File: config.mk
export PLATFORM = sky130hd
export DESIGN_NAME = leb128_decoder
export DESIGN_NICKNAME = d
export VERILOG_FILES = /design/src/verilog/wasm_pkg.sv /design/src/verilog/leb128_decoder.sv
export SDC_FILE = /design/constraint.sdc
export NUM_CORES = 1
export LEC_CHECK = 0
export BUFFER_PORTS_ARGS = -buffer_cell sky130_fd_sc_hd__buf_4
export CAP_MARGIN = 20
export CORE_AREA = 2 2 50 52
export DETAILED_ROUTE_END_ITERATION = 10
export DIE_AREA = 0 0 52 54
export GPL_TIMING_DRIVEN = 0
export MAX_ROUTING_LAYER = met4
export PLACE_DENSITY = 0.86
export SKIP_LAST_GASP = 1
export SYNTH_ARGS = -nofsm -noshare
export SYNTH_HDL_FRONTEND = slang
export SYNTH_SLANG_ARGS = --single-unit
File: constraint.sdc
create_clock -name vclk -period 2.67
set_clock_uncertainty 0.05 [all_clocks]
set_input_delay 0.534 -clock vclk [all_inputs]
set_output_delay 0.534 -clock vclk [all_outputs]
set_load 0.02 [all_outputs]
File: src/verilog/wasm_pkg.sv
package wasm_pkg;

  localparam int CODE_AW = 8;
  localparam int WINDOW_BYTES = 9;
  localparam int STACK_DEPTH_W = 4;
  localparam int BLOCK_DEPTH_W = 3;

  // Block type bytes, high bit dropped
  localparam logic [6:0] BT_EMPTY = 7'h40;
  localparam logic [6:0] BT_I32 = 7'h7F;
  localparam logic [6:0] BT_I64 = 7'h7E;

  typedef enum logic [7:0] {
    op_unreachable = 8'h00, op_nop = 8'h01, op_block = 8'h02, op_loop = 8'h03,
    op_end = 8'h0B, op_br = 8'h0C, op_br_if = 8'h0D, op_drop = 8'h1A,
    op_i32_const = 8'h41, op_i64_const = 8'h42,
    op_i32_eqz = 8'h45, op_i32_eq = 8'h46, op_i32_ne = 8'h47,
    op_i64_eqz = 8'h50, op_i64_eq = 8'h51, op_i64_ne = 8'h52,
    op_i32_add = 8'h6A, op_i32_sub = 8'h6B, op_i64_add = 8'h7C, op_i64_sub = 8'h7D
  } opcode_t;

  typedef enum logic [3:0] {
    TRAP_NONE = 4'd0,
    TRAP_ENDED = 4'd1,
    TRAP_UNREACHABLE = 4'd2,
    TRAP_UNKNOWN_OPCODE = 4'd3,
    TRAP_STACK_EMPTY = 4'd4,
    TRAP_STACK_FULL = 4'd5,
    TRAP_TYPE_MISMATCH = 4'd6,
    TRAP_BLOCK_EMPTY = 4'd7
  } trap_t;

  typedef enum logic [1:0] {T_I32 = 2'd0, T_I64 = 2'd1} val_type_t;

  typedef struct packed {
    val_type_t tag;
    logic [63:0] val;
  } value_t;

  typedef enum logic {BK_BLOCK = 1'b0, BK_LOOP = 1'b1} block_kind_t;

  // Target is the loop start, or the address after a block's end
  typedef struct packed {
    block_kind_t kind;
    logic [6:0] rtype;
    logic [CODE_AW-1:0] target;
    logic [STACK_DEPTH_W:0] sidx;
  } block_entry_t;

  typedef enum logic [1:0] {SOP_NONE, SOP_PUSH, SOP_POP, SOP_CUT} stack_op_t;

  typedef struct packed {
    logic empty;
    logic full;
  } stack_status_t;

endpackage

File: src/verilog/leb128_decoder.sv
module leb128_decoder (
  input logic [7:0][7:0] bytes,
  output logic [63:0] imm,
  output logic [3:0] imm_len
);
  import wasm_pkg::*;

  logic done;

  // Low group first, stop after the first byte with bit 7 clear
  always_comb begin
    imm = '0;
    imm_len = '0;
    done = 1'b0;
    for (int i = 0; i < 8; i++) begin
      if (!done) begin
        imm[7*i +: 7] = bytes[i][6:0];
        imm_len = 4'(i + 1);
        done = !bytes[i][7];
      end
    end
  end

endmodule

==> results of run 1 <==
==> area by class of cell <==
type                            instances  area, um2
Timing Repair Buffer                  116        871
Tap cell                               30       37.5
Buffer                                 20        143
Inverter                                1       3.75
Fill cell                             230        833
Multi-Input combinational cell         72        432
==> cell families after synthesis <==
family / share of synthesized area
other: 0.00680
AOI/OAI and AO/OA: 0.0340
and+or+nand+nor: 0.694
buffers and inverters: 0.265
==> power by group through the flow <==
| stage | clock (mW) | combinational [mW] | sequential (mW) |
|---|---|---|---|
| 2_1_floorplan | 0 | 0.0836 | 0 |
| 3_3_place_gp | 0 | 0.188 | 0 |
| 3_5_place_dp | 0 | 0.190 | 0 |
| 4_1_cts | 0 | 0.190 | 0 |
| 5_1_grt | 0 | 0.203 | 0 |
| 6_report | 0 | 0.189 | 0 |
==> per-stage QoR <==
stage	std cells	setup WS, ns
floorplan	93	0.620
finish	239	0.563
CTS	239	0.568
detailed placement	239	0.570
global route	239	0.475
global placement	239	0.552
==> worst max-delay path: cells and delay by family <==
family | cells | cell delay (ns)
AOI/OAI and AO/OA | 2 | 0.44
buffers and inverters | 3 | 0.54
==> routing by layer <==
layer,routed length [um],up-vias,GRT usage,part of all wire
li1,-,511,-,-
met1,788,425,0.165,0.31
met2,1470,64,0.312,0.57
met3,289,2,0.0333,0.11
met4,12,0,0.00877,0.0047
met5,0,-,-,0
==> cells in the mapped netlist, types with 2 or more instances <==
library cell  count  share of area
and2_1           30           0.34
and3_1           22           0.25
buf_4            18           0.24
clkbuf_1          2          0.014
nand3_1           2          0.018
o21ai_0           2          0.018
==> cells in the final DEF, fill, tap and decap left out, drive strengths merged, types with 2 or more instances in the layout <==
| cell type | count |
|---|---|
| nand3 | 3 |
| clkbuf | 2 |
| conb | 8 |
| nor2 | 2 |
| o21ai | 2 |
| and2 | 30 |
| and3 | 23 |
| buf | 134 |
==> final timing paths <==
kind / endpoint / depth (start not counted) / from
worst min-delay path: imm[1] / 2 / bytes[1]
worst max-delay path: imm_len[0] / 5 / bytes[31]
==> qor.csv, run 1 <==
metric,value,unit
Worst Path Required,2.09,ns
Peak VDD IR,0.000107,V
diode count,0,
worst-path fanout max,10,
Tot GR Track Use,0.157,
Fin. Hold Viols,0,
postcts setup bufs,0,
DRT Wirelength,2570,um
Synth warnings,0,
first-pass GRT wire length,3380,um
Die W,52,um
clock power share,0,
Tot Pwr,0.189,mW
Final Cell Area,1490,um2
vias in the first global route,822,
sequential area share after synthesis,0,
fin crit share,0.789,
Fin Hold WS,1.22,ns
row count,18,
router iterations before antenna repair,4,
syn avg cell area,6.42,um2
Pint,0.109,mW
total global routing overflow,0,
Startpoint Class,primary input,
power density over cell area,127,nW/um2
sw frac,0.426,
"Area growth, synth to finish",169,%
num ports,132,
Most Frequent Cell on Critical Path,buf_4,
Layout Nets,275,
Mapped Area,552,um2
Tmin final,2.11,ns
hold-fix buffers at CTS,0,
critical path's slowest cell,a311oi_1,
Area after DPL,1490,um2
total die area,2810,um2
post-CTS sizing,0,
drt initial violations,10,
Mapped Cells,86,
Leakage,0.948,nW
fin util,0.641,
"Slew Viols, Final",0,
switching power,0.0807,mW
register area,0,um2
total negative slack,0,ns
wire per inst,10.7,um
DR vias,1002,
"Distinct cells, synth",16,
Crit path largest cell delay,0.29,ns
largest net degree at the start of global routing,11,
PortBufs,116,
Initial Util,0.238,
Reg power frac,0,
CP arrival,1.52,ns
post-DR vias/cell,4.19,
crit-path cells,buf_4 -> clkbuf_1 -> o21ai_0 -> a311oi_1 -> buf_4,
# clk buffers,0,
crit end category,primary output,
Max Cap Viol,0,
f_max,0.475,GHz
Crit Path Category,in -> out,
RSZ-0062 raised after global routing,false,
share of cells above drive strength 1,0.656,
Gate power share,1.000,
hpwl dp,2340,um
status,"complete, no violations",
chip height,54,um
DR DRC count,0,
Final GP Congestion,0.735,
final setup fails,0,
Seq cells,0,
initial antenna violation count,0,
Hold Crit Class,in -> out,
core footprint,2320,um2
post-route ant nets,0,
(Power assumes the default switching activity.)
==> run 2, diff against run 1 <==
CORE_AREA = default   (was 2 2 50 52)
CORE_ASPECT_RATIO = 1.4   (was default)
CORE_UTILIZATION = 21   (was default)
DIE_AREA = default   (was 0 0 52 54)
PLACE_DENSITY = 0.78   (was 0.86)
clock period = 1.9 ns   (was 2.67 ns; I/O delays follow)
==> qor.csv, run 2 (synthesis gave the netlist of run 1 again) <==
metric,value,unit,change
status,"complete, no violations",,unchanged
Crit Path Category,in -> out,,unchanged
Die W,45.3,um,was 52 um
diode count,0,,unchanged
vias in the first global route,836,,was 822
crit end category,primary output,,unchanged
final worst setup slack,0.130,ns,was 0.563 ns
row count,21,,was 18
RSZ-0062 raised after global routing,false,,unchanged
chip height,62.7,um,was 54 um
num ports,132,,unchanged
Fin Hold WS,0.907,ns,was 1.22 ns
Leakage,0.947,nW,was 0.948 nW
Multi-input gate area,432,um2,unchanged
post-DR vias/cell,4.11,,was 4.19
core footprint,2440,um2,was 2320 um2
Peak VDD IR,0.000132,V,was 0.000107 V
total global routing overflow,0,,unchanged
power density over cell area,178,nW/um2,was 127 nW/um2
Tmin final,1.77,ns,
largest net degree at the start of global routing,11,,unchanged
final setup fails,0,,unchanged
hpwl dp,2070,um,was 2340 um
Max Cap Viol,0,,unchanged
DR DRC count,0,,unchanged
share of cells above drive strength 1,0.659,,was 0.656
Fin. Hold Viols,0,,unchanged
hold wc startpoint,bytes[4],,was bytes[1]
"commonest non-fill, non-tap cells in the layout","buf_4 (134), and2_1 (30), and3_1 (22), conb_1 (8)",,unchanged
WHS Endpoint,imm[4],,was imm[1]
router iterations before antenna repair,3,,was 4
CP arrival,1.34,ns,was 1.52 ns
post-CTS sizing,0,,unchanged
Worst Path Required,1.47,ns,was 2.09 ns
Tot GR Track Use,0.147,,was 0.157
register area,0,um2,unchanged
# clk buffers,0,,unchanged
Fillers,226,,was 230
Hold Crit Class,in -> out,,unchanged
worst-path fanout max,10,,unchanged
total die area,2840,um2,was 2810 um2
"Slew Viols, Final",0,,unchanged
post-route ant nets,0,,unchanged
Place WS,0.0851,ns,was 0.570 ns
PortBufs,116,,unchanged
fin crit share,0.932,,
drt initial violations,9,,was 10
Seq cells,0,,unchanged
Hold Crit Depth,2,,unchanged
"leading cell type in the layout, fill and taps excluded",buf_4,,unchanged
Final GP Congestion,0.729,,was 0.735
Layout Nets,274,,was 275
Startpoint Class,primary input,,unchanged
Initial Util,0.226,,was 0.238
initial antenna violation count,0,,unchanged
Final Non-Filler Cells,242,,was 239
total negative slack,0,ns,unchanged
placed insts,243,,was 239
hold-fix buffers at CTS,0,,unchanged
DR vias,995,,was 1002
"Area growth, synth to finish",170,%,was 169%
DRT Wirelength,2320,um,was 2570 um
f_max,0.565,GHz,
first-pass GRT wire length,3350,um,was 3380 um
postcts setup bufs,0,,unchanged
wire per inst,9.60,um,was 10.7 um
[run 2: power breakdown]
part           switching [mW]  total, mW  internal [mW]  leakage [nW]
Sequential                  0          0              0             0
Clock                       0          0              0             0
Combinational           0.113      0.265          0.153         0.947
Total                   0.113      0.265          0.153         0.947
[run 2: layer usage]
layer,GRT usage,part of all wire,vias up
met1,0.139,0.32,409
met4,0.00758,0.0052,0
met5,-,0,-
met3,0.0116,0.12,2
met2,0.308,0.55,78
li1,-,-,506
[run 2: worst max-delay path by stage]
stage / end / start / slack (ns)
2_1_floorplan: imm_len[0] / bytes[31] / 0.16
3_3_place_gp: imm_len[0] / bytes[31] / 0.12
3_5_place_dp: imm_len[0] / bytes[31] / 0.09
4_1_cts: imm_len[0] / bytes[31] / 0.08
5_1_grt: imm[53] / bytes[7] / 0.03
6_report: imm[40] / bytes[7] / 0.13
[run 2: metrics by stage]
stage	utilization	power (mW)	cell area, um2
after floorplan	-	0.117	578
after global placement	0.610	0.263	1490
after detailed placement	0.610	0.267	1490
after CTS	0.610	0.267	1490
after global routing	0.609	0.283	1490
final	0.609	0.265	1490
[run 2: cell type report]
class	count	share of cell area
inverters	1	0.00252
repair buffers	116	0.585
multi-input cells	72	0.290
well taps	34	0.0286
plain buffers	19	0.0934
[run 2: critical path, stage by stage]
cell and delay [ns]:
buf_4 0.14, and3_1 0.17, buf_4 0.15, and3_4 0.19, and2_1 0.15, buf_4 0.15
