--- src/verilog/wasm_pkg.sv ---
package wasm_pkg;

  localparam int CODE_AW = 8;
  localparam int WINDOW_BYTES = 9;
  localparam int STACK_DEPTH_W = 4;
  localparam int BLOCK_DEPTH_W = 3;

  // Block type bytes, high bit dropped
  localparam logic [6:0] BT_EMPTY = 7'h40;
  localparam logic [6:0] BT_I32 = 7'h7F;
  localparam logic [6:0] BT_I64 = 7'h7E;

  typedef enum logic [7:0] {
    op_unreachable = 8'h00, op_nop = 8'h01, op_block = 8'h02, op_loop = 8'h03,
    op_end = 8'h0B, op_br = 8'h0C, op_br_if = 8'h0D, op_drop = 8'h1A,
    op_i32_const = 8'h41, op_i64_const = 8'h42,
    op_i32_eqz = 8'h45, op_i32_eq = 8'h46, op_i32_ne = 8'h47,
    op_i64_eqz = 8'h50, op_i64_eq = 8'h51, op_i64_ne = 8'h52,
    op_i32_add = 8'h6A, op_i32_sub = 8'h6B, op_i64_add = 8'h7C, op_i64_sub = 8'h7D
  } opcode_t;

  typedef enum logic [3:0] {
    TRAP_NONE = 4'd0,
    TRAP_ENDED = 4'd1,
    TRAP_UNREACHABLE = 4'd2,
    TRAP_UNKNOWN_OPCODE = 4'd3,
    TRAP_STACK_EMPTY = 4'd4,
    TRAP_STACK_FULL = 4'd5,
    TRAP_TYPE_MISMATCH = 4'd6,
    TRAP_BLOCK_EMPTY = 4'd7
  } trap_t;

  typedef enum logic [1:0] {T_I32 = 2'd0, T_I64 = 2'd1} val_type_t;

  typedef struct packed {
    val_type_t tag;
    logic [63:0] val;
  } value_t;

  typedef enum logic {BK_BLOCK = 1'b0, BK_LOOP = 1'b1} block_kind_t;

  // Target is the loop start, or the address after a block's end
  typedef struct packed {
    block_kind_t kind;
    logic [6:0] rtype;
    logic [CODE_AW-1:0] target;
    logic [STACK_DEPTH_W:0] sidx;
  } block_entry_t;

  typedef enum logic [1:0] {SOP_NONE, SOP_PUSH, SOP_POP, SOP_CUT} stack_op_t;

  typedef struct packed {
    logic empty;
    logic full;
  } stack_status_t;

endpackage

--- src/verilog/stack_if.sv ---
interface stack_if #(
  parameter type payload_t = logic [7:0],
  parameter int DEPTH_W = 4
);
  import wasm_pkg::*;

  stack_op_t op;
  payload_t push_data;
  logic [DEPTH_W:0] level;
  // Cut also pushes push_data on top of the new level
  logic cut_push;
  payload_t top;
  payload_t next;
  logic [DEPTH_W:0] index;
  stack_status_t status;

  modport ctrl (output op, push_data, level, cut_push, input top, next, index, status);
  modport store (input op, push_data, level, cut_push, output top, next, index, status);

endinterface

--- src/verilog/lifo_stack.sv ---
module lifo_stack #(
  parameter type payload_t = logic [7:0],
  parameter int DEPTH_W = 4
) (
  input logic clk,
  input logic reset,
  stack_if.store port
);
  import wasm_pkg::*;

  payload_t mem [2 ** DEPTH_W];
  logic [DEPTH_W:0] idx;
  logic [DEPTH_W-1:0] wr_addr;
  logic [DEPTH_W-1:0] top_addr;
  logic [DEPTH_W-1:0] next_addr;
  logic wr_en;

  // A cut with push writes just above the new level
  assign wr_addr = (port.op == SOP_CUT) ? port.level[DEPTH_W-1:0] : idx[DEPTH_W-1:0];
  assign wr_en = (port.op == SOP_PUSH) || (port.op == SOP_CUT && port.cut_push);

  always_ff @(posedge clk) begin
    if (reset) begin
      idx <= '0;
    end else begin
      case (port.op)
        SOP_PUSH: idx <= idx + 1'b1;
        SOP_POP: idx <= idx - 1'b1;
        SOP_CUT: idx <= port.level + (DEPTH_W + 1)'(port.cut_push);
        default: idx <= idx;
      endcase
    end
  end

  always_ff @(posedge clk) begin
    if (wr_en) begin
      mem[wr_addr] <= port.push_data;
    end
  end

  assign top_addr = idx[DEPTH_W-1:0] - DEPTH_W'(1);
  assign next_addr = idx[DEPTH_W-1:0] - DEPTH_W'(2);

  assign port.top = mem[top_addr];
  assign port.next = mem[next_addr];
  assign port.index = idx;
  // Full only when the index reaches the depth itself
  assign port.status = '{empty: (idx == '0), full: idx[DEPTH_W]};

endmodule

--- src/flat_wrapper.sv ---
// flat-port wrapper written by rule: the top's interface ports become plain ports
module lifo_stack_flat import wasm_pkg::*;
#(
  parameter type payload_t = logic [7:0],
  parameter int DEPTH_W = 4
)
  (clk, reset, port_op, port_push_data, port_level, port_cut_push, port_top, port_next, port_index, port_status);
  stack_if #(.payload_t(payload_t), .DEPTH_W(DEPTH_W)) port_i ();
  input logic clk;
  input logic reset;
  input wire logic [$bits(port_i.op)-1:0] port_op;
  input wire logic [$bits(port_i.push_data)-1:0] port_push_data;
  input wire logic [$bits(port_i.level)-1:0] port_level;
  input wire logic [$bits(port_i.cut_push)-1:0] port_cut_push;
  output wire logic [$bits(port_i.top)-1:0] port_top;
  output wire logic [$bits(port_i.next)-1:0] port_next;
  output wire logic [$bits(port_i.index)-1:0] port_index;
  output wire logic [$bits(port_i.status)-1:0] port_status;
  assign port_i.op = port_op;
  assign port_i.push_data = port_push_data;
  assign port_i.level = port_level;
  assign port_i.cut_push = port_cut_push;
  assign port_top = port_i.top;
  assign port_next = port_i.next;
  assign port_index = port_i.index;
  assign port_status = port_i.status;
  lifo_stack #(.payload_t(payload_t), .DEPTH_W(DEPTH_W)) u_core (.clk(clk), .reset(reset), .port(port_i));
endmodule
--- config.mk ---
export PLATFORM = sky130hd
export DESIGN_NAME = lifo_stack_flat
export DESIGN_NICKNAME = d
export VERILOG_FILES = /design/src/verilog/wasm_pkg.sv /design/src/verilog/stack_if.sv /design/src/verilog/lifo_stack.sv /design/src/flat_wrapper.sv
export SDC_FILE = /design/constraint.sdc
export NUM_CORES = 1
export LEC_CHECK = 0
export BUFFER_PORTS_ARGS = -buffer_cell sky130_fd_sc_hd__buf_2
export CAP_MARGIN = 20
export CORE_AREA = 2 2 108 188
export CTS_CLUSTER_SIZE = 28
export DETAILED_ROUTE_END_ITERATION = 8
export DIE_AREA = 0 0 110 190
export GPL_ROUTABILITY_DRIVEN = 0
export PLACE_DENSITY_LB_ADDON = 0.05
export SYNTH_ARGS = -nofsm -noshare
export SYNTH_HDL_FRONTEND = slang
export SYNTH_SLANG_ARGS = --single-unit
--- constraint.sdc ---
create_clock -name clk -period 6.6 [get_ports clk]
set_input_delay 1.32 -clock clk [delete_from_list [all_inputs] [get_ports clk]]
set_output_delay 1.32 -clock clk [all_outputs]
set_load 0.005 [all_outputs]
==> results of run 1 <==
[worst max-delay path, stage by stage, from the launching register on]
cell and delay, ns:
dfxtp_4 0.67, inv_1 0.25, ha_1 1.02, nor2b_1 0.83
nand3_1 0.15, a32o_1 0.33, buf_2 0.14
[worst max-delay path by stage]
stage	start	endpoint	slack, ns	depth (start not counted)
6_report	u_core.port.index[0]$_SDFFE_PP0P_	port_top[6]	1.44	6
5_1_grt	u_core.port.index[0]$_SDFFE_PP0P_	port_top[0]	1.17	6
3_5_place_dp	u_core.port.index[0]$_SDFFE_PP0P_	port_top[6]	1.77	6
3_3_place_gp	u_core.port.index[0]$_SDFFE_PP0P_	port_top[6]	1.83	6
2_1_floorplan	u_core.port.index[1]$_SDFFE_PP0P_	port_top[6]	2.84	10
4_1_cts	u_core.port.index[0]$_SDFFE_PP0P_	port_top[6]	1.29	6
[layout make-up]
cell class	instances	area share [%]
flip-flops and latches	133	51.0
inverters	3	0.146
repair buffers	57	4.72
multi-input cells	283	33.4
clock buffers	18	5.55
clock inverters	14	1.21
well taps	245	3.96
[kinds of logic (layout without fill, tap and decap cells)]
logic type               Yosys count  in the layout  share of synthesized area [%]
flip-flops                       133            133                           59.1
AO/OA/AOI/OAI                     59             59                           6.54
AND/OR/NAND/NOR                  134            134                           9.06
buffers and inverters             36             92                           2.59
XOR/XNOR                           9              9                           1.29
adder cells (fa/ha/maj)            7              7                           1.31
multiplexers                      74             74                           20.1
[metrics by stage]
stage	hold slack, ns	cells	power (uW)
after floorplan	0.516	452	1350
after global placement	0.554	712	1560
after detailed placement	0.547	717	1570
after CTS	0.553	749	2420
after global routing	0.577	753	2510
final	0.542	753	2400
[registers in the layout (all words and copies together), names as in the netlist]
name               flops
u_core.port.index      5
u_core.mem           128
[cell usage in the layout, fill, tap and decap left out, drive strengths merged, types with 5 or more instances in the layout]
cell type and n:
a211oi 11, a21oi 10, a221oi 8, a31oi 8
a32o 8, and2 5, buf 57, clkbuf 18
clkinv 11, dfxtp 5, edfxtp 128, ha 7
mux2i 26, mux4 48, nand2 61, nand3 21
nor2 25, nor2b 6, xor2 5
[routing by layer]
| metal | vias up | wire, um |
|---|---|---|
| met4 | 0 | 477 |
| met1 | 2139 | 7290 |
| met3 | 31 | 889 |
| met2 | 134 | 10200 |
| li1 | 1891 | - |
| met5 | - | 0 |
[power groups by stage]
stage	Clock (uW)	Combinational (uW)	Sequential [uW]
after detailed placement	0	583	982
after global routing	905	634	967
after floorplan	0	383	968
after global placement	0	582	982
final	851	587	964
after CTS	871	586	965
==> out/summary.txt, run 1 <==
================================================================================
Total routed wirelength ...........................................      18.8 mm
Post-CTS Setup Repair Bufs ........................................            0
Gr usage total ....................................................        19.1%
Antenna Nets Post-Route ...........................................            0
Hold path start ................................................... u_core.port.index[4]$_SDFFE_PP0P_
Transition time of the tightest slew-check pin ....................      1.05 ns
Yosys top cell area share .........................................        57.6%
Dpl hpwl ..........................................................      12.7 mm
DIE HEIGHT ........................................................       190 um
Post-route clock skew .............................................    0.0124 ns
FILL cells ........................................................         1813
First drt pass iteration count ....................................            4
Area taken by multi-input logic gates .............................     2580 um2
Crit path kind ....................................................      reg2out
Instance count along the most critical hold path ..................            2
Status ............................................................    completed
Placeable core region .............................................    19500 um2
First-pass GRT wire length ........................................      27.5 mm
Number of global-route vias before repair .........................         4312
Combinational fraction of design power ............................        24.4%
Syn nets ..........................................................          477
Detailed-route via count ..........................................         4195
Leading post-synthesis cells by cell area ......................... edfxtp_1 (58%), mux4_2 (16%), mux2i_1 (3.9%), nand2_1 (3.4%), nand3_1 (1.6%)
Cell at the root of the clock tree ................................    clkbuf_16
Total congestion overflow .........................................            0
Critical-path maximum fanout ......................................           26
Share of the core filled with cells in the final layout ...........        39.7%
Share of cells above drive strength 1 .............................        27.2%
Most used standard cell by instance count after synthesis .........     edfxtp_1
Cell type with the highest aggregate area in the netlist ..........     edfxtp_1
Pwr per Cell Area .................................................   310 nW/um2
Clock net sink count ..............................................          133
Worst-case clock buffer depth .....................................            2
Busiest grt layer .................................................         met2
CTS tree ..........................................................          yes
First DRT Iteration DRCs ..........................................          331
Vias per inst .....................................................         5.57
Max-slew headroom at the worst pin ................................        29.8%
DIE AREA ..........................................................    20900 um2
Met1 global-route usage ...........................................        23.0%
Minimum setup slack after placement ...............................      1.77 ns
Total setup violations reported at the end of the flow ............            0
Register area .....................................................     3950 um2
Port Buf Inserts ..................................................           40
Met2 Track Usage GR ...............................................        32.8%
Layout overhead on the synthesized area ...........................        15.9%
R2R Setup Slk .....................................................      3.68 ns
Number of flops mapped to enable cells by yosys ...................          128
Post-route DRC violation count ....................................            0
Clk_lat worst skew ................................................      0.43 ns
Post-route cell area ..............................................     7740 um2
Critical Path Sink Type ...........................................   output pin
Kind of start point of the critical path ..........................     register
Static Leak .......................................................   0.00263 uW
Shortest period the worst path allows .............................      5.16 ns
Worst reg2reg startpoint .......................................... u_core.port.index[0]$_SDFFE_PP0P_
Chip Width ........................................................       110 um
Syn Std Cell Area .................................................     6670 um2
Data arrival, critical path .......................................      3.84 ns
Hold buffer count at CTS ..........................................            0
CTS buffer count ..................................................           17
Post-cts gate resize count ........................................            0
Worst reg2reg path endpoint ....................................... u_core.mem[3][6]$_DFFE_PP_
Max Freq ..........................................................      194 MHz
Net switching fraction of the power ...............................        29.4%
Portion of total power attributed to the clock network ............        35.4%
Distinct cells, synth .............................................           42
Starting density of the core ......................................        34.2%
Synth top cells by count .......................................... edfxtp_1 (128), nand2_1 (61), mux4_2 (48), mux2i_1 (26), nor2_1 (24)
Async SR Flop Fraction ............................................           0%
Mapped Cells ......................................................          452
Global Route met3 Usage ...........................................        3.56%
Cells on worst reg2reg path .......................................            3
Data required time of the critical path ...........................      5.28 ns
Initial antenna violation count ...................................            0
VDD IR max ........................................................   0.000133 V
Pin count of the biggest net entering global routing ..............           38
RSZ-0062 raised after global routing ..............................        false
Sw power ..........................................................       707 uW
Placed Area .......................................................     7160 um2
Total Negative Setup Slacks .......................................         0 ns
Number of pins exceeding their max-slew limit in the final report .            0
Most used flip-flop cell after synthesis ..........................     edfxtp_1
Total internal power ..............................................      1690 uW
Total number of yosys warnings ....................................            0
Crit share post-route .............................................        78.1%
Deepest level of the CTS H-tree ...................................            4
Part of the power in registers ....................................        40.1%
Routed length per instance ........................................      25.0 um
Flops & latches, synth ............................................          133
Type of the tightest min-delay check ..............................      reg2reg
Synth Area per Inst ...............................................     14.8 um2
Final number of hold-violating endpoints ..........................            0
Share of the yosys chip area belonging to registers ...............        59.1%
Cell Rows .........................................................           68
Endpoint, Worst Hold .............................................. u_core.port.index[4]$_SDFFE_PP0P_
Nets@finish .......................................................          520
Number of max-cap violations ......................................            0
Clock transition at the registers of the reported paths ...........      0.06 ns
Setup ws final ....................................................      1.44 ns
Ant diodes ........................................................            0
Number of top-level pins ..........................................           41
================================================================================
No activity file was read; power rests on OpenSTA's default activity.
==> run 2, diff against run 1 <==
clock period = 4.9 ns   (was 6.6 ns; I/O delays follow)
==> out/summary.txt, run 2 (synthesized netlist as in run 1, its figures left out) <==
================================================================================
Cell at the root of the clock tree ................................    clkbuf_16
Commonest cells after routing, fill and taps aside ................ edfxtp_1 (128), nand2_1 (61), mux4_2 (48)
Pin count of the biggest net entering global routing ..............           60   +58%
Antenna Nets Post-Route ...........................................            0   unchanged
Detailed-route via count ..........................................         4207   +0.29%
Post-route clock skew .............................................   0.00867 ns   -0.00376 ns
Final number of hold-violating endpoints ..........................            0   unchanged
Post-cts gate resize count ........................................            0   unchanged
Transition time of the tightest slew-check pin ....................      1.03 ns   -0.0192 ns
Deepest level of the CTS H-tree ...................................            4   unchanged
Ant diodes ........................................................            0   unchanged
End point of the critical path .................................... port_next[6]
Sw power ..........................................................       925 uW   +31%
Worst path cell trace ............................................. inv_1 > ha_1 > buf_4 > mux4_2 > a211oi_1 > a21oi_1 > buf_2
Start point of the critical path .................................. u_core.port.index[2]$_SDFFE_PP0P_
First drt pass iteration count ....................................            5   +1
Busiest grt layer .................................................         met2
DIE HEIGHT ........................................................       190 um   unchanged
RSZ-0062 raised after global routing ..............................        false
Pwr per Cell Area .................................................   411 nW/um2   +33%
Total congestion overflow .........................................            0   unchanged
Combinational fraction of design power ............................        25.4%   +1.0 points
Gr usage total ....................................................        19.4%   +0.34 points
Crit share post-route .............................................        85.3%
VDD IR max ........................................................   0.000202 V   +52%
Post-route DRC violation count ....................................            0   unchanged
Worst-case clock buffer depth .....................................            2   unchanged
Shortest period the worst path allows .............................      4.18 ns
Worst hold-check slack ............................................     0.640 ns   +0.0977 ns
Cells on worst reg2reg path .......................................            4   +1
Instance count along the most critical hold path ..................            2   unchanged
Kind of start point of the critical path ..........................     register
Levels on crit path ...............................................            7   +1
Number of pins exceeding their max-slew limit in the final report .            0   unchanged
Part of the power in registers ....................................        40.7%   +0.6 points
Static Leak .......................................................   0.00262 uW   -0.40%
Share of cells above drive strength 1 .............................        26.7%   -0.45 points
Crit path kind ....................................................      reg2out
Met1 global-route usage ...........................................        22.0%   -1.1 points
Worst reg2reg path endpoint ....................................... u_core.mem[13][7]$_DFFE_PP_
Type of the tightest min-delay check ..............................      reg2reg
Clock net sink count ..............................................          133   unchanged
First-pass GRT wire length ........................................      28.3 mm   +2.9%
Max Freq ..........................................................      239 MHz
Chip Width ........................................................       110 um   unchanged
Worst path bufs/invs ..............................................            3   +1
Total routed wirelength ...........................................      19.1 mm   +1.3%
Global Route met3 Usage ...........................................        3.49%   -0.069 points
Total internal power ..............................................      2250 uW   +33%
Status ............................................................    completed
Total Negative Setup Slacks .......................................         0 ns   unchanged
Nets@finish .......................................................          523   +0.58%
Number of max-cap violations ......................................            0   unchanged
Max-slew headroom at the worst pin ................................        31.1%   +1.3 points
CTS tree ..........................................................          yes
Slowest-stage cell, CP ............................................      dfxtp_1
Hold buffer count at CTS ..........................................            0   unchanged
Critical path's largest stage delay ...............................      0.76 ns   -0.26 ns
Cell Rows .........................................................           68   unchanged
Number of top-level pins ..........................................           41   unchanged
Starting density of the core ......................................        34.2%   unchanged
Tot Pwr ...........................................................      3170 uW   +32%
Vias per inst .....................................................         5.58   +0.15%
Layout overhead on the synthesized area ...........................        15.6%
Most common cell after layout, fill and taps aside ................     edfxtp_1
R2R Setup Slk .....................................................      2.27 ns   -1.41 ns
Data required time of the critical path ...........................      3.92 ns   -1.36 ns
FILL cells ........................................................         1819   +0.33%
Dpl hpwl ..........................................................      13.4 mm   +5.5%
Clk_lat worst skew ................................................      0.42 ns   about the same
Net switching fraction of the power ...............................        29.2%   -0.28 points
First DRT Iteration DRCs ..........................................          268   -19%
Port Buf Inserts ..................................................           40   unchanged
Critical Path Sink Type ...........................................   output pin
Routed length per instance ........................................      25.3 um   +1.2%
DIE AREA ..........................................................    20900 um2   unchanged
Met2 Track Usage GR ...............................................        34.6%   +1.7 points
Total setup violations reported at the end of the flow ............            0   unchanged
Critical-path maximum fanout ......................................           15   -42%
Number of global-route vias before repair .........................         4453   +3.3%
Largest delay contributor family on the critical path .............   flip-flops
Worst reg2reg startpoint .......................................... u_core.port.index[2]$_SDFFE_PP0P_
Post-CTS Setup Repair Bufs ........................................            0   unchanged
Placeable core region .............................................    19500 um2   unchanged
Register containing the most flip-flops in the final layout .......   u_core.mem
Initial antenna violation count ...................................            0   unchanged
CTS buffer count ..................................................           17   unchanged
Data arrival, critical path .......................................      3.20 ns   -0.64 ns
Portion of total power attributed to the clock network ............        33.8%   -1.6 points
Clock transition at the registers of the reported paths ...........      0.06 ns   about the same
Share of the core filled with cells in the final layout ...........        39.6%   -0.11 points
Number of flip-flops under the largest register name ..............          128   unchanged
================================================================================
run 2: cell types whose count changed in the layout (fill, tap and decap cells not counted), sizes merged:
cell    before  now
clkbuf      18   24
bufinv       1    0
clkinv      11    4
buf         57   60
run 2: worst min-delay path by stage:
stage                                                    to                              start  slack (ns)
after CTS                 u_core.port.index[4]$_SDFFE_PP0P_  u_core.port.index[4]$_SDFFE_PP0P_        0.67
after global placement    u_core.port.index[4]$_SDFFE_PP0P_  u_core.port.index[4]$_SDFFE_PP0P_        0.66
after floorplan           u_core.port.index[4]$_SDFFE_PP0P_  u_core.port.index[4]$_SDFFE_PP0P_        0.52
after global routing      u_core.port.index[4]$_SDFFE_PP0P_  u_core.port.index[4]$_SDFFE_PP0P_        0.69
final                     u_core.port.index[4]$_SDFFE_PP0P_  u_core.port.index[4]$_SDFFE_PP0P_        0.64
after detailed placement  u_core.port.index[4]$_SDFFE_PP0P_  u_core.port.index[4]$_SDFFE_PP0P_        0.66
run 2: metal layers:
| metal | routed length (um) | vias up |
|---|---|---|
| met5 | 0 | - |
| met1 | 7350 | 2176 |
| li1 | - | 1885 |
| met2 | 10500 | 114 |
| met3 | 703 | 32 |
| met4 | 574 | 0 |
run 2: layout make-up:
class	count	area, um2	area share [%]
Clock inverter	6	32.5	0.422
Inverter	3	11.3	0.146
Sequential cell	133	3950	51.2
Clock buffer	24	452	5.85
Timing Repair Buffer	60	383	4.96
Multi-Input combinational cell	283	2580	33.5
Tap cell	245	307	3.97
run 2: per-stage QoR:
step,setup WS [ns],std cells,area (um2)
floorplan,1.48,452,6670
global placement,1.16,723,7200
finish,0.719,754,7710
detailed placement,1.14,723,7200
global route,0.472,754,7710
CTS,0.663,753,7690
run 2: power by group through the flow:
stage                     combinational (uW)  sequential (uW)  clock [uW]
final                                    808             1290        1070
after global routing                     882             1290        1140
after CTS                                816             1290        1100
after detailed placement                 810             1320           0
after global placement                   812             1310           0
after floorplan                          516             1300           0
run 2: worst reg2reg max path: stages, from the launching register on:
cell and delay [ns]:
dfxtp_1 0.76, nand2b_1 0.19, a21boi_0 0.29, nand2b_1 0.21, nor2_1 0.80
