===== config.mk =====
export PLATFORM = sky130hd
export DESIGN_NAME = exec_core_flat
export DESIGN_NICKNAME = d
export VERILOG_FILES = /design/src/verilog/wasm_pkg.sv /design/src/verilog/stack_if.sv /design/src/verilog/exec_core.sv /design/src/flat_wrapper.sv
export SDC_FILE = /design/constraint.sdc
export NUM_CORES = 1
export LEC_CHECK = 0
export BUFFER_PORTS_ARGS = -buffer_cell sky130_fd_sc_hd__buf_4
export CAP_MARGIN = 30
export CORE_MARGIN = 5
export CORE_UTILIZATION = 45
export DETAILED_ROUTE_END_ITERATION = 6
export HOLD_SLACK_MARGIN = 0.08
export PLACE_DENSITY_LB_ADDON = 0.08
export SETUP_SLACK_MARGIN = 0.3
export SYNTH_ARGS = -nofsm -noshare
export SYNTH_HDL_FRONTEND = slang
export SYNTH_SLANG_ARGS = --single-unit

===== constraint.sdc =====
create_clock -name clk -period 4.7 [get_ports clk]
set_input_delay 0.94 -clock clk [delete_from_list [all_inputs] [get_ports clk]]
set_output_delay 0.94 -clock clk [all_outputs]
set_load 0.01 [all_outputs]

===== src/verilog/wasm_pkg.sv =====
package wasm_pkg;

  localparam int CODE_AW = 8;
  localparam int WINDOW_BYTES = 9;
  localparam int STACK_DEPTH_W = 4;
  localparam int BLOCK_DEPTH_W = 3;

  // Block type bytes, high bit dropped
  localparam logic [6:0] BT_EMPTY = 7'h40;
  localparam logic [6:0] BT_I32 = 7'h7F;
  localparam logic [6:0] BT_I64 = 7'h7E;

  typedef enum logic [7:0] {
    op_unreachable = 8'h00, op_nop = 8'h01, op_block = 8'h02, op_loop = 8'h03,
    op_end = 8'h0B, op_br = 8'h0C, op_br_if = 8'h0D, op_drop = 8'h1A,
    op_i32_const = 8'h41, op_i64_const = 8'h42,
    op_i32_eqz = 8'h45, op_i32_eq = 8'h46, op_i32_ne = 8'h47,
    op_i64_eqz = 8'h50, op_i64_eq = 8'h51, op_i64_ne = 8'h52,
    op_i32_add = 8'h6A, op_i32_sub = 8'h6B, op_i64_add = 8'h7C, op_i64_sub = 8'h7D
  } opcode_t;

  typedef enum logic [3:0] {
    TRAP_NONE = 4'd0,
    TRAP_ENDED = 4'd1,
    TRAP_UNREACHABLE = 4'd2,
    TRAP_UNKNOWN_OPCODE = 4'd3,
    TRAP_STACK_EMPTY = 4'd4,
    TRAP_STACK_FULL = 4'd5,
    TRAP_TYPE_MISMATCH = 4'd6,
    TRAP_BLOCK_EMPTY = 4'd7
  } trap_t;

  typedef enum logic [1:0] {T_I32 = 2'd0, T_I64 = 2'd1} val_type_t;

  typedef struct packed {
    val_type_t tag;
    logic [63:0] val;
  } value_t;

  typedef enum logic {BK_BLOCK = 1'b0, BK_LOOP = 1'b1} block_kind_t;

  // Target is the loop start, or the address after a block's end
  typedef struct packed {
    block_kind_t kind;
    logic [6:0] rtype;
    logic [CODE_AW-1:0] target;
    logic [STACK_DEPTH_W:0] sidx;
  } block_entry_t;

  typedef enum logic [1:0] {SOP_NONE, SOP_PUSH, SOP_POP, SOP_CUT} stack_op_t;

  typedef struct packed {
    logic empty;
    logic full;
  } stack_status_t;

endpackage


===== src/verilog/stack_if.sv =====
interface stack_if #(
  parameter type payload_t = logic [7:0],
  parameter int DEPTH_W = 4
);
  import wasm_pkg::*;

  stack_op_t op;
  payload_t push_data;
  logic [DEPTH_W:0] level;
  // Cut also pushes push_data on top of the new level
  logic cut_push;
  payload_t top;
  payload_t next;
  logic [DEPTH_W:0] index;
  stack_status_t status;

  modport ctrl (output op, push_data, level, cut_push, input top, next, index, status);
  modport store (input op, push_data, level, cut_push, output top, next, index, status);

endinterface


===== src/verilog/exec_core.sv =====
module exec_core (
  input logic clk,
  input logic reset,
  input logic start,
  input logic [wasm_pkg::WINDOW_BYTES-1:0][7:0] window,
  input logic [63:0] imm,
  input logic [3:0] imm_len,
  output logic rd_en,
  output logic [wasm_pkg::CODE_AW-1:0] rd_addr,
  stack_if.ctrl opnd,
  stack_if.ctrl blk,
  output wasm_pkg::trap_t trap
);
  import wasm_pkg::*;

  typedef enum logic [2:0] {S_IDLE, S_FETCH, S_WAIT, S_EXEC, S_UNWIND, S_BRANCH} state_t;

  state_t state, nxt_state;
  logic [CODE_AW-1:0] pc, nxt_pc;
  logic [CODE_AW-1:0] imm_pc;
  logic [BLOCK_DEPTH_W-1:0] cnt, nxt_cnt;
  trap_t nxt_trap;
  opcode_t opcode;
  value_t top_v, next_v, res_v;
  block_entry_t blk_top, new_blk;
  val_type_t op_type, res_type;
  logic [63:0] alu;
  logic exit_tag_ok;
  logic do_exit;

  assign opcode = opcode_t'(window[0]);
  assign top_v = opnd.top;
  assign next_v = opnd.next;
  assign blk_top = blk.top;
  assign imm_pc = pc + CODE_AW'(imm_len) + CODE_AW'(1);
  assign rd_addr = pc;
  assign rd_en = (state == S_FETCH);

  assign new_blk = '{kind: (opcode == op_loop) ? BK_LOOP : BK_BLOCK,
                     rtype: window[1][6:0],
                     target: (opcode == op_loop) ? pc + CODE_AW'(2) : window[2],
                     sidx: opnd.index};

  assign exit_tag_ok = (blk_top.rtype == BT_I32 && top_v.tag == T_I32) ||
                       (blk_top.rtype == BT_I64 && top_v.tag == T_I64);

  // Operand and result tags per opcode
  always_comb begin
    op_type = T_I32;
    res_type = T_I32;
    case (opcode)
      op_i64_const, op_i64_add, op_i64_sub: begin
        op_type = T_I64;
        res_type = T_I64;
      end
      op_i64_eqz, op_i64_eq, op_i64_ne: op_type = T_I64;
      default: ;
    endcase
  end

  // Next is the left operand
  always_comb begin
    case (opcode)
      op_i32_const: alu = {32'b0, imm[31:0]};
      op_i64_const: alu = imm;
      op_i32_add: alu = {32'b0, next_v.val[31:0] + top_v.val[31:0]};
      op_i32_sub: alu = {32'b0, next_v.val[31:0] - top_v.val[31:0]};
      op_i64_add: alu = next_v.val + top_v.val;
      op_i64_sub: alu = next_v.val - top_v.val;
      op_i32_eq: alu = 64'(next_v.val[31:0] == top_v.val[31:0]);
      op_i32_ne: alu = 64'(next_v.val[31:0] != top_v.val[31:0]);
      op_i64_eq: alu = 64'(next_v.val == top_v.val);
      op_i64_ne: alu = 64'(next_v.val != top_v.val);
      op_i32_eqz: alu = 64'(top_v.val[31:0] == '0);
      op_i64_eqz: alu = 64'(top_v.val == '0);
      default: alu = '0;
    endcase
  end

  assign res_v = '{tag: res_type, val: alu};

  always_comb begin
    nxt_state = state;
    nxt_pc = pc;
    nxt_cnt = cnt;
    nxt_trap = trap;
    do_exit = 1'b0;
    opnd.op = SOP_NONE;
    opnd.push_data = res_v;
    opnd.level = '0;
    opnd.cut_push = 1'b0;
    blk.op = SOP_NONE;
    blk.push_data = new_blk;
    blk.level = '0;
    blk.cut_push = 1'b0;
    case (state)
      S_IDLE: begin
        if (start && trap == TRAP_NONE) begin
          nxt_state = S_FETCH;
          nxt_pc = '0;
        end
      end
      S_FETCH: nxt_state = S_WAIT;
      S_WAIT: nxt_state = S_EXEC;
      S_EXEC: begin
        nxt_state = S_FETCH;
        nxt_pc = pc + CODE_AW'(1);
        case (opcode)
          op_unreachable: nxt_trap = TRAP_UNREACHABLE;
          op_nop: ;
          op_block, op_loop: begin
            nxt_pc = (opcode == op_block) ? pc + CODE_AW'(3) : pc + CODE_AW'(2);
            if (blk.status.full) nxt_trap = TRAP_STACK_FULL;
            else blk.op = SOP_PUSH;
          end
          op_end: begin
            if (blk.status.empty) nxt_trap = TRAP_ENDED;
            else if (blk_top.kind == BK_LOOP) blk.op = SOP_POP;
            else do_exit = 1'b1;
          end
          op_br, op_br_if: begin
            if (opcode == op_br_if && opnd.status.empty) begin
              nxt_trap = TRAP_STACK_EMPTY;
            end else if (opcode == op_br_if && top_v.tag != T_I32) begin
              nxt_trap = TRAP_TYPE_MISMATCH;
            end else if (opcode == op_br_if && top_v.val[31:0] == '0) begin
              opnd.op = SOP_POP;
              nxt_pc = imm_pc;
            end else if (imm >= 64'(blk.index)) begin
              nxt_trap = TRAP_BLOCK_EMPTY;
            end else begin
              // Condition goes first, the block entries follow in UNWIND
              if (opcode == op_br_if) opnd.op = SOP_POP;
              nxt_cnt = imm[BLOCK_DEPTH_W-1:0];
              nxt_state = (imm == '0) ? S_BRANCH : S_UNWIND;
            end
          end
          op_drop: begin
            if (opnd.status.empty) nxt_trap = TRAP_STACK_EMPTY;
            else opnd.op = SOP_POP;
          end
          op_i32_const, op_i64_const: begin
            nxt_pc = imm_pc;
            if (opnd.status.full) nxt_trap = TRAP_STACK_FULL;
            else opnd.op = SOP_PUSH;
          end
          op_i32_eqz, op_i64_eqz: begin
            if (opnd.status.empty) begin
              nxt_trap = TRAP_STACK_EMPTY;
            end else if (top_v.tag != op_type) begin
              nxt_trap = TRAP_TYPE_MISMATCH;
            end else begin
              opnd.op = SOP_CUT;
              opnd.level = opnd.index - (STACK_DEPTH_W + 1)'(1);
              opnd.cut_push = 1'b1;
            end
          end
          op_i32_add, op_i32_sub, op_i32_eq, op_i32_ne,
          op_i64_add, op_i64_sub, op_i64_eq, op_i64_ne: begin
            if (opnd.index < (STACK_DEPTH_W + 1)'(2)) begin
              nxt_trap = TRAP_STACK_EMPTY;
            end else if (top_v.tag != op_type || next_v.tag != op_type) begin
              nxt_trap = TRAP_TYPE_MISMATCH;
            end else begin
              opnd.op = SOP_CUT;
              opnd.level = opnd.index - (STACK_DEPTH_W + 1)'(2);
              opnd.cut_push = 1'b1;
            end
          end
          default: nxt_trap = TRAP_UNKNOWN_OPCODE;
        endcase
      end
      S_UNWIND: begin
        blk.op = SOP_POP;
        nxt_cnt = cnt - 1'b1;
        if (cnt == BLOCK_DEPTH_W'(1)) nxt_state = S_BRANCH;
      end
      S_BRANCH: begin
        nxt_state = S_FETCH;
        // Loop keeps its entry and restarts the body
        if (blk_top.kind == BK_LOOP) begin
          opnd.op = SOP_CUT;
          opnd.level = blk_top.sidx;
          nxt_pc = blk_top.target;
        end else begin
          do_exit = 1'b1;
        end
      end
      default: nxt_state = S_IDLE;
    endcase

    // Leave the innermost block, carrying its result down to the entry level
    if (do_exit) begin
      blk.op = SOP_POP;
      opnd.op = SOP_CUT;
      opnd.level = blk_top.sidx;
      nxt_pc = blk_top.target;
      if (blk_top.rtype != BT_EMPTY) begin
        opnd.cut_push = 1'b1;
        opnd.push_data = top_v;
        if (opnd.index <= blk_top.sidx) nxt_trap = TRAP_STACK_EMPTY;
        else if (!exit_tag_ok) nxt_trap = TRAP_TYPE_MISMATCH;
      end
    end

    // A trap freezes both stacks and parks the core
    if (nxt_trap != TRAP_NONE) begin
      opnd.op = SOP_NONE;
      blk.op = SOP_NONE;
      nxt_state = S_IDLE;
    end
  end

  always_ff @(posedge clk) begin
    if (reset) begin
      state <= S_IDLE;
      pc <= '0;
      cnt <= '0;
      trap <= TRAP_NONE;
    end else begin
      state <= nxt_state;
      pc <= nxt_pc;
      cnt <= nxt_cnt;
      trap <= nxt_trap;
    end
  end

endmodule


===== src/flat_wrapper.sv =====
// flat-port wrapper written by rule: the top's interface ports become plain ports
module exec_core_flat import wasm_pkg::*;
  (clk, reset, start, window, imm, imm_len, rd_en, rd_addr, trap, opnd_op, opnd_push_data, opnd_level, opnd_cut_push, opnd_top, opnd_next, opnd_index, opnd_status, blk_op, blk_push_data, blk_level, blk_cut_push, blk_top, blk_next, blk_index, blk_status);
  stack_if opnd_i ();
  stack_if blk_i ();
  input logic clk;
  input logic reset;
  input logic start;
  input logic [wasm_pkg::WINDOW_BYTES-1:0][7:0] window;
  input logic [63:0] imm;
  input logic [3:0] imm_len;
  output logic rd_en;
  output logic [wasm_pkg::CODE_AW-1:0] rd_addr;
  output wasm_pkg::trap_t trap;
  output wire logic [$bits(opnd_i.op)-1:0] opnd_op;
  output wire logic [$bits(opnd_i.push_data)-1:0] opnd_push_data;
  output wire logic [$bits(opnd_i.level)-1:0] opnd_level;
  output wire logic [$bits(opnd_i.cut_push)-1:0] opnd_cut_push;
  input wire logic [$bits(opnd_i.top)-1:0] opnd_top;
  input wire logic [$bits(opnd_i.next)-1:0] opnd_next;
  input wire logic [$bits(opnd_i.index)-1:0] opnd_index;
  input wire logic [$bits(opnd_i.status)-1:0] opnd_status;
  output wire logic [$bits(blk_i.op)-1:0] blk_op;
  output wire logic [$bits(blk_i.push_data)-1:0] blk_push_data;
  output wire logic [$bits(blk_i.level)-1:0] blk_level;
  output wire logic [$bits(blk_i.cut_push)-1:0] blk_cut_push;
  input wire logic [$bits(blk_i.top)-1:0] blk_top;
  input wire logic [$bits(blk_i.next)-1:0] blk_next;
  input wire logic [$bits(blk_i.index)-1:0] blk_index;
  input wire logic [$bits(blk_i.status)-1:0] blk_status;
  assign opnd_op = opnd_i.op;
  assign opnd_push_data = opnd_i.push_data;
  assign opnd_level = opnd_i.level;
  assign opnd_cut_push = opnd_i.cut_push;
  assign opnd_i.top = opnd_top;
  assign opnd_i.next = opnd_next;
  assign opnd_i.index = opnd_index;
  assign opnd_i.status = opnd_status;
  assign blk_op = blk_i.op;
  assign blk_push_data = blk_i.push_data;
  assign blk_level = blk_i.level;
  assign blk_cut_push = blk_i.cut_push;
  assign blk_i.top = blk_top;
  assign blk_i.next = blk_next;
  assign blk_i.index = blk_index;
  assign blk_i.status = blk_status;
  exec_core u_core (.clk(clk), .reset(reset), .start(start), .window(window), .imm(imm), .imm_len(imm_len), .rd_en(rd_en), .rd_addr(rd_addr), .opnd(opnd_i), .blk(blk_i), .trap(trap));
endmodule

==> run metrics, run 1 <==
status=complete, no violations; n_diodes=0; kind of cell with the highest combined delay on the critical path=simple AND/OR/NAND/NOR gates; setup TNS=0 ns; Max Slew Vio Count=0; kind of critical path=in2out; Pwr Density=138 mW/mm²; DR WL/cell=17.0 µm; post-route minimum period=4.32 ns; initial antenna violation count=0; row count=33; ANT nets after route=0; total power draw=706 µW; fin crit share=92.0%; area of the die=0.0102 mm²; Final Net Count=918; vias per std cell=5.95; fraction of layout cells with a size suffix above 1=30.5%; Die Y=101 µm; clock sinks=18; GPL Wtd Cong=0.959; R2R Path Start=u_core.state[0]; Global Route Usage Sum=25.2%; IO Count=234; HP Start=u_core.cnt[1]; DP HPWL=10.9 mm; Combinational Power Share=55.1%; Worst-Margin Slew=0.837 ns; clock buffer depth=2; vias in the first global route=4544; critical path startpoint=window[5]; Max-slew headroom=44.2%; critical-path cell list=buf_4 > or4_4 > or4_4 > nor3_4 > o21a_4 > nor3_1 > o21ai_0 > or3b_2 > buf_4; largest net degree at the start of global routing=21; Initial Util=45.8%; DRC viols=0; post-synthesis sequential area ratio=9.67%; Setup WS pre-CTS=0.198 ns; CP arrival=3.38 ns; Internal=424 µW; # port buffers=158; CP Data Required Time=3.76 ns; #FFs+latches synth=18; leading cell type in the layout, fill and taps excluded=buf_4; RSZ-0062 raised after global routing=no; Clock Skew=0.00140 ns; Worst-path clk slew=0.07 ns; 1st-pass router iterations=5; Filler Cell Count=782; clock share of power=18.6%; sw frac=39.9%; worst vdd ir=0.0000597 V; Final Hold Viols=0; Main synth FF type=dfxtp_1; Max-Cap Viols=0; f_max=231 MHz; Setup crit end kind=output pin; asr flop ratio synth=0%; total number of vias=4716; WL final=13.5 mm; grt total ovfl=0; Critical Path Start Type=primary input; Starting DRT DRC Count=199; leak pwr=0.00230 µW; Area Growth Syn to Fin=37.4%; Worst-Skew Late Latency=0.26 ns; number of synthesized flops with an enable pin=0; area of the multi-input gates=0.00308 mm²; Buf/Inv on CP=2; Setup WS post-layout=0.377 ns; global-route wire length before repair=21.4 mm; Worst Hold Class=reg2reg; Netlist cell types=84; CP max FO=10; DIE WIDTH=101 µm; final setup violation count=0; Avg Cell Area, Syn=6.92 µm²; Sequential Area=360 µm²; clock root cell=clkbuf_8; Synth Instances=539; yosys warns=0; slowest cell delay on critical path=0.59 ns; slowest CP cell=or4_4; commonest non-fill, non-tap cells in the layout=buf_4, nor2_1, inv_1, o21ai_0, a21oi_1; P_sw=282 µW; total CTS buffers=3; Mapped Area=0.00373 mm²; sequential power share=26.3%; CTS tree=yes; CORE AREA=0.00813 mm²; CTS H-tree lvls=1
## power groups by stage
stage	Clock (µW)	Combinational [µW]	Sequential, µW
after CTS	132	381	185
after floorplan	0	234	172
final	131	389	186
after detailed placement	0	377	186
after global routing	141	426	188
after global placement	0	368	186
## through the flow
step	utilization (%)	hold slack (ns)	cell area, µm²	cells
3_3_place_gp	60.9	0.442	4950	782
3_5_place_dp	60.9	0.455	4950	782
6_report	62.9	0.478	5120	793
5_1_grt	62.9	0.497	5120	793
4_1_cts	62.2	0.465	5060	790
2_1_floorplan	-	0.432	3750	544
## final timing paths
kind	to	slack (ns)	cells after the start
setup / recovery	opnd_push_data[7]	0.38	9
hold / removal	u_core.cnt[1]	0.48	2
setup reg to reg	u_core.rd_addr[3]	1.88	6
hold reg to reg	u_core.cnt[1]	0.48	2
## final cells by class
cell class | instances | share of cell area (%)
tap | 105 | 2.57
inverter | 43 | 3.15
sequential | 18 | 7.04
multi-input combinational | 445 | 60.1
timing repair buffer | 178 | 26.1
clock buffer | 4 | 1.08
## registers in the layout, indices dropped and copies added, names as in the netlist
register and cells:
u_core.cnt 3, u_core.rd_addr 8, u_core.state 3, u_core.trap 4
## per-layer routing
metal  global-route usage [%]  routed length, µm
met5                        0                  0
met4                     7.16                184
met3                     1.66                888
met2                     44.9               6890
met1                     32.6               5550
## tightest hold or removal path, delay by kind of cell, from the launching register on
| kind | cells | cell delay [ns] |
|---|---|---|
| simple gates | 1 | 0.06 |
| compound gates | 1 | 0.06 |
| flops | 1 | 0.31 |
## Yosys cell counts, types with 4 or more instances
cell type,n,area [µm²]
a21o_1,5,37.5
a31oi_1,5,31.3
clkbuf_1,17,63.8
nand4_1,17,106
nor4_1,19,119
nor2_1,47,176
buf_2,6,30.0
inv_1,43,161
xnor2_1,8,70.1
a221oi_1,4,35.0
dfxtp_1,18,360
o22ai_1,6,37.5
a21oi_1,39,195
nand3_1,15,75.1
and3_1,5,31.3
ha_1,37,463
nor2b_1,12,75.1
nand2_1,33,124
o211ai_1,7,52.6
o31ai_1,6,45.0
or3_1,5,31.3
buf_4,11,82.6
nor3_1,11,55.1
o2111ai_1,4,35.0
o21ai_0,45,225
a211oi_1,10,75.1
nand2b_1,13,81.3
## cell families (layout without fill, tap and decap cells)
group | count (synthesis) | after routing | share of synthesized area (%)
XOR/XNOR | 11 | 11 | 2.58
flip-flops | 18 | 18 | 9.67
adder cells (fa/ha/maj) | 40 | 40 | 14.0
buffers and inverters | 81 | 225 | 9.90
AO/OA/AOI/OAI | 176 | 176 | 31.8
multiplexers | 2 | 2 | 0.571
AND/OR/NAND/NOR | 210 | 210 | 31.3
other | 1 | 6 | 0.101
## what timing repair did
action,CTS,global route
resized for setup,3,13
buffers inserted,4,3
endpoints found under the setup margin,5,7
pin swaps,4,8
endpoints found under the hold margin,0,0
hold buffers,0,0
No activity file was read; power rests on OpenSTA's default activity.
==> run 2: changes to the inputs <==
--- a/config.mk
+++ b/config.mk
@@ -5,10 +5,11 @@
 export SDC_FILE = /design/constraint.sdc
 export NUM_CORES = 1
 export LEC_CHECK = 0
+export ABC_AREA = 1
 export BUFFER_PORTS_ARGS = -buffer_cell sky130_fd_sc_hd__buf_4
 export CAP_MARGIN = 30
 export CORE_MARGIN = 5
-export CORE_UTILIZATION = 45
+export CORE_UTILIZATION = 46
 export DETAILED_ROUTE_END_ITERATION = 6
 export HOLD_SLACK_MARGIN = 0.08
 export PLACE_DENSITY_LB_ADDON = 0.08
==> run 2 against run 1 <==
Against the previous run:
- sequential cell count did not move
- sequential share of layout area decreased by 0.28 points
- synthesized cell count rose by 34%
- via count rose by 5.8%
- critical endpoint is now blk_op[1]
- core utilization shrank 1.2 points
- combinational power is 7.7% higher
- maximum frequency grew 8.7%
- register-to-register slack better by 0.46 ns
- largest power group unchanged
- largest cell class unchanged
- highest routed layer unchanged
- final cell count grew 23%
==> run metrics, run 2 <==
Global Route Usage Sum=23.1% (-2.1 points); Internal=421 µW (-0.69%); vias in the first global route=4861 (+7.0%); CTS tree=yes; Max Slew Vio Count=0 (unchanged); post-CTS setup buffers=0 (-4); DP HPWL=11.3 mm (+3.4%); fraction of layout cells with a size suffix above 1=24.9% (-5.6 points); CP Data Required Time=3.76 ns (about the same); ANT nets after route=0 (unchanged); cell taking the most area after synthesis=nand2_1; asr flop ratio synth=0% (unchanged); Synth area leaders=nand2_1, ha_1, nor2_1, dfxtp_1, inv_1; Netlist cell types=48 (-43%); Final Instance Area=0.00533 mm² (+4.1%); CP max FO=4 (-6); kind of critical path=in2out; number of flip-flops under the largest register name=8 (unchanged); CP arrival=3.04 ns (-0.34 ns); largest net degree at the start of global routing=19 (-9.5%); fin crit share=84.6% (-7.4 points); Starting DRT DRC Count=198 (-0.50%); global-route wire length before repair=21.8 mm (+1.9%); # port buffers=158 (unchanged); Pwr Density=137 mW/mm² (-0.72%); worst reg2reg setup slack=2.34 ns (+0.46 ns); Reg-to-Reg End=u_core.cnt[2]; n_diodes=0 (unchanged); r2r worst-path depth=9 (+3); cell with the most instances after synthesis=nand2_1; Worst-Skew Late Latency=0.26 ns (about the same); row count=34 (+3.0%); Worst-Margin Slew=0.661 ns (-0.175 ns); commonest non-fill, non-tap cells in the layout=nand2_1, buf_4, nor2_1, inv_1, nand3_1; sw frac=42.2% (+2.3 points); P_sw=308 µW (+9.4%); HP Start=u_core.cnt[0]; #FFs+latches synth=18 (unchanged); Worst Hold Class=reg2reg; Combinational Power Share=57.4% (+2.3 points); setup TNS=0 ns (unchanged); f_max=252 MHz (+8.7%); initial antenna violation count=0 (unchanged); 1st-pass router iterations=5 (unchanged); Min-Delay Path Depth=2 (unchanged); DRC viols=0 (unchanged); R2R Path Start=u_core.state[2]; CTS H-tree lvls=1 (unchanged); total CTS buffers=3 (unchanged); leading cell type in the layout, fill and taps excluded=nand2_1; Area Growth Syn to Fin=31.9%; clock share of power=17.7% (-0.9 points); Post-CTS Hold Buffers=0 (unchanged); clock sinks=18 (unchanged); Setup WS post-layout=0.724 ns (+0.347 ns); Avg Cell Area, Syn=5.60 µm² (-19%); total number of vias=4990 (+5.8%); Critical Path Start Type=primary input; vias per std cell=5.10 (-14%); WL final=13.2 mm (-2.7%); top cells by count, synth=nand2_1, nor2_1, inv_1; CORE AREA=0.00864 mm² (+6.2%); DR WL/cell=13.4 µm (-21%); critical path startpoint=window[4]; final setup violation count=0 (unchanged); Mapped Area=0.00404 mm² (+8.4%); Die Y=104 µm (+2.7%); Setup crit end kind=output pin; area of the die=0.0108 mm² (+5.4%); yosys warns=0 (unchanged); area share of the largest cell type after synthesis=17.5% (+5.0 points); WHS Endpoint=u_core.cnt[0]; IO Count=234 (unchanged); DIE WIDTH=104 µm (+2.7%); Post-DP Area=0.00527 mm² (+6.5%); Synth Instances=721 (+34%); Main synth FF type=dfxtp_1; post-synthesis sequential area ratio=8.92% (-0.75 points); Initial Util=46.8% (+0.96 points); Max-slew headroom=55.4% (+11 points); Final Net Count=1101 (+20%); Max-Cap Viols=0 (unchanged); clock root cell=clkbuf_8; leak pwr=0.00284 µW (+23%); Clock Skew=0.00495 ns (+0.00354 ns); Worst-path clk slew=0.07 ns (about the same); GPL Wtd Cong=0.932 (-2.8%); post-cts gate resize count=0 (-3); Final Hold Viols=0 (unchanged); post-route minimum period=3.98 ns (-0.347 ns); sequential power share=24.8% (-1.5 points); grt total ovfl=0 (unchanged); clock buffer depth=2 (unchanged); worst vdd ir=0.000167 V (+180%); Setup WS pre-CTS=0.796 ns (+0.598 ns); RSZ-0062 raised after global routing=no; status=complete, no violations; number of synthesized flops with an enable pin=0 (unchanged)
==> run 2: logic make-up after synthesis <==
group | Yosys count | synth area share [%]
other | 1 | 0.0928
and+or+nand+nor | 413 | 45.5
adders and majority gates | 40 | 12.9
xor gates and xnor gates | 20 | 4.34
AOI/OAI and AO/OA | 109 | 15.9
DFF | 18 | 8.92
buffers and inverters | 120 | 12.3
==> run 2: worst max-delay path by stage <==
stage | end | slack (ns) | cells after the start
after floorplan | opnd_push_data[5] | 1.25 | 15
after global placement | blk_op[1] | 0.81 | 19
after detailed placement | blk_op[1] | 0.80 | 19
after CTS | blk_op[1] | 0.78 | 19
after global routing | blk_op[1] | 0.56 | 17
final | blk_op[1] | 0.72 | 17
==> run 2: metal layers <==
metal,global-route usage (%),wire length (µm),up-vias
met5,0,0,-
met4,4.44,162,0
met3,2.74,564,14
met2,41.8,6540,118
met1,29.4,5890,2251
li1,-,-,2607
==> run 2: worst max-delay path, stage by stage <==
cell,delay [ns]
buf_4,0.12
inv_2,0.07
nand2_1,0.11
nor2_2,0.21
nand2_1,0.21
nor2_2,0.18
nand2_1,0.09
nand2_1,0.15
nand3_1,0.09
nand2_1,0.06
nand2_1,0.05
nand2_1,0.09
nand2_2,0.08
nor2_4,0.14
nand2_2,0.10
nor2_1,0.18
buf_4,0.16
==> run 2: final cells by class <==
type | instances | area (µm²)
sequential | 18 | 360
timing repair buffer | 159 | 1190
multi-input combinational | 588 | 3200
inverter | 102 | 383
fill | 942 | 3310
clock buffer | 4 | 55.1
tap | 108 | 135
==> run 2: through the flow <==
| stage | utilization [%] | hold WS (ns) | total power (µW) | cells |
|---|---|---|---|---|
| after floorplan | - | 0.464 | 432 | 726 |
| after global placement | 61.1 | 0.484 | 592 | 975 |
| after detailed placement | 61.1 | 0.495 | 602 | 975 |
| after CTS | 61.7 | 0.512 | 731 | 979 |
| after global routing | 61.7 | 0.544 | 795 | 979 |
| final | 61.7 | 0.516 | 729 | 979 |
==> run 2: power by group through the flow <==
stage	logic (µW)	clock network [µW]	registers, µW
2_1_floorplan	250	0	182
3_3_place_gp	409	0	183
3_5_place_dp	418	0	184
4_1_cts	420	131	181
5_1_grt	474	137	183
6_report	419	129	181
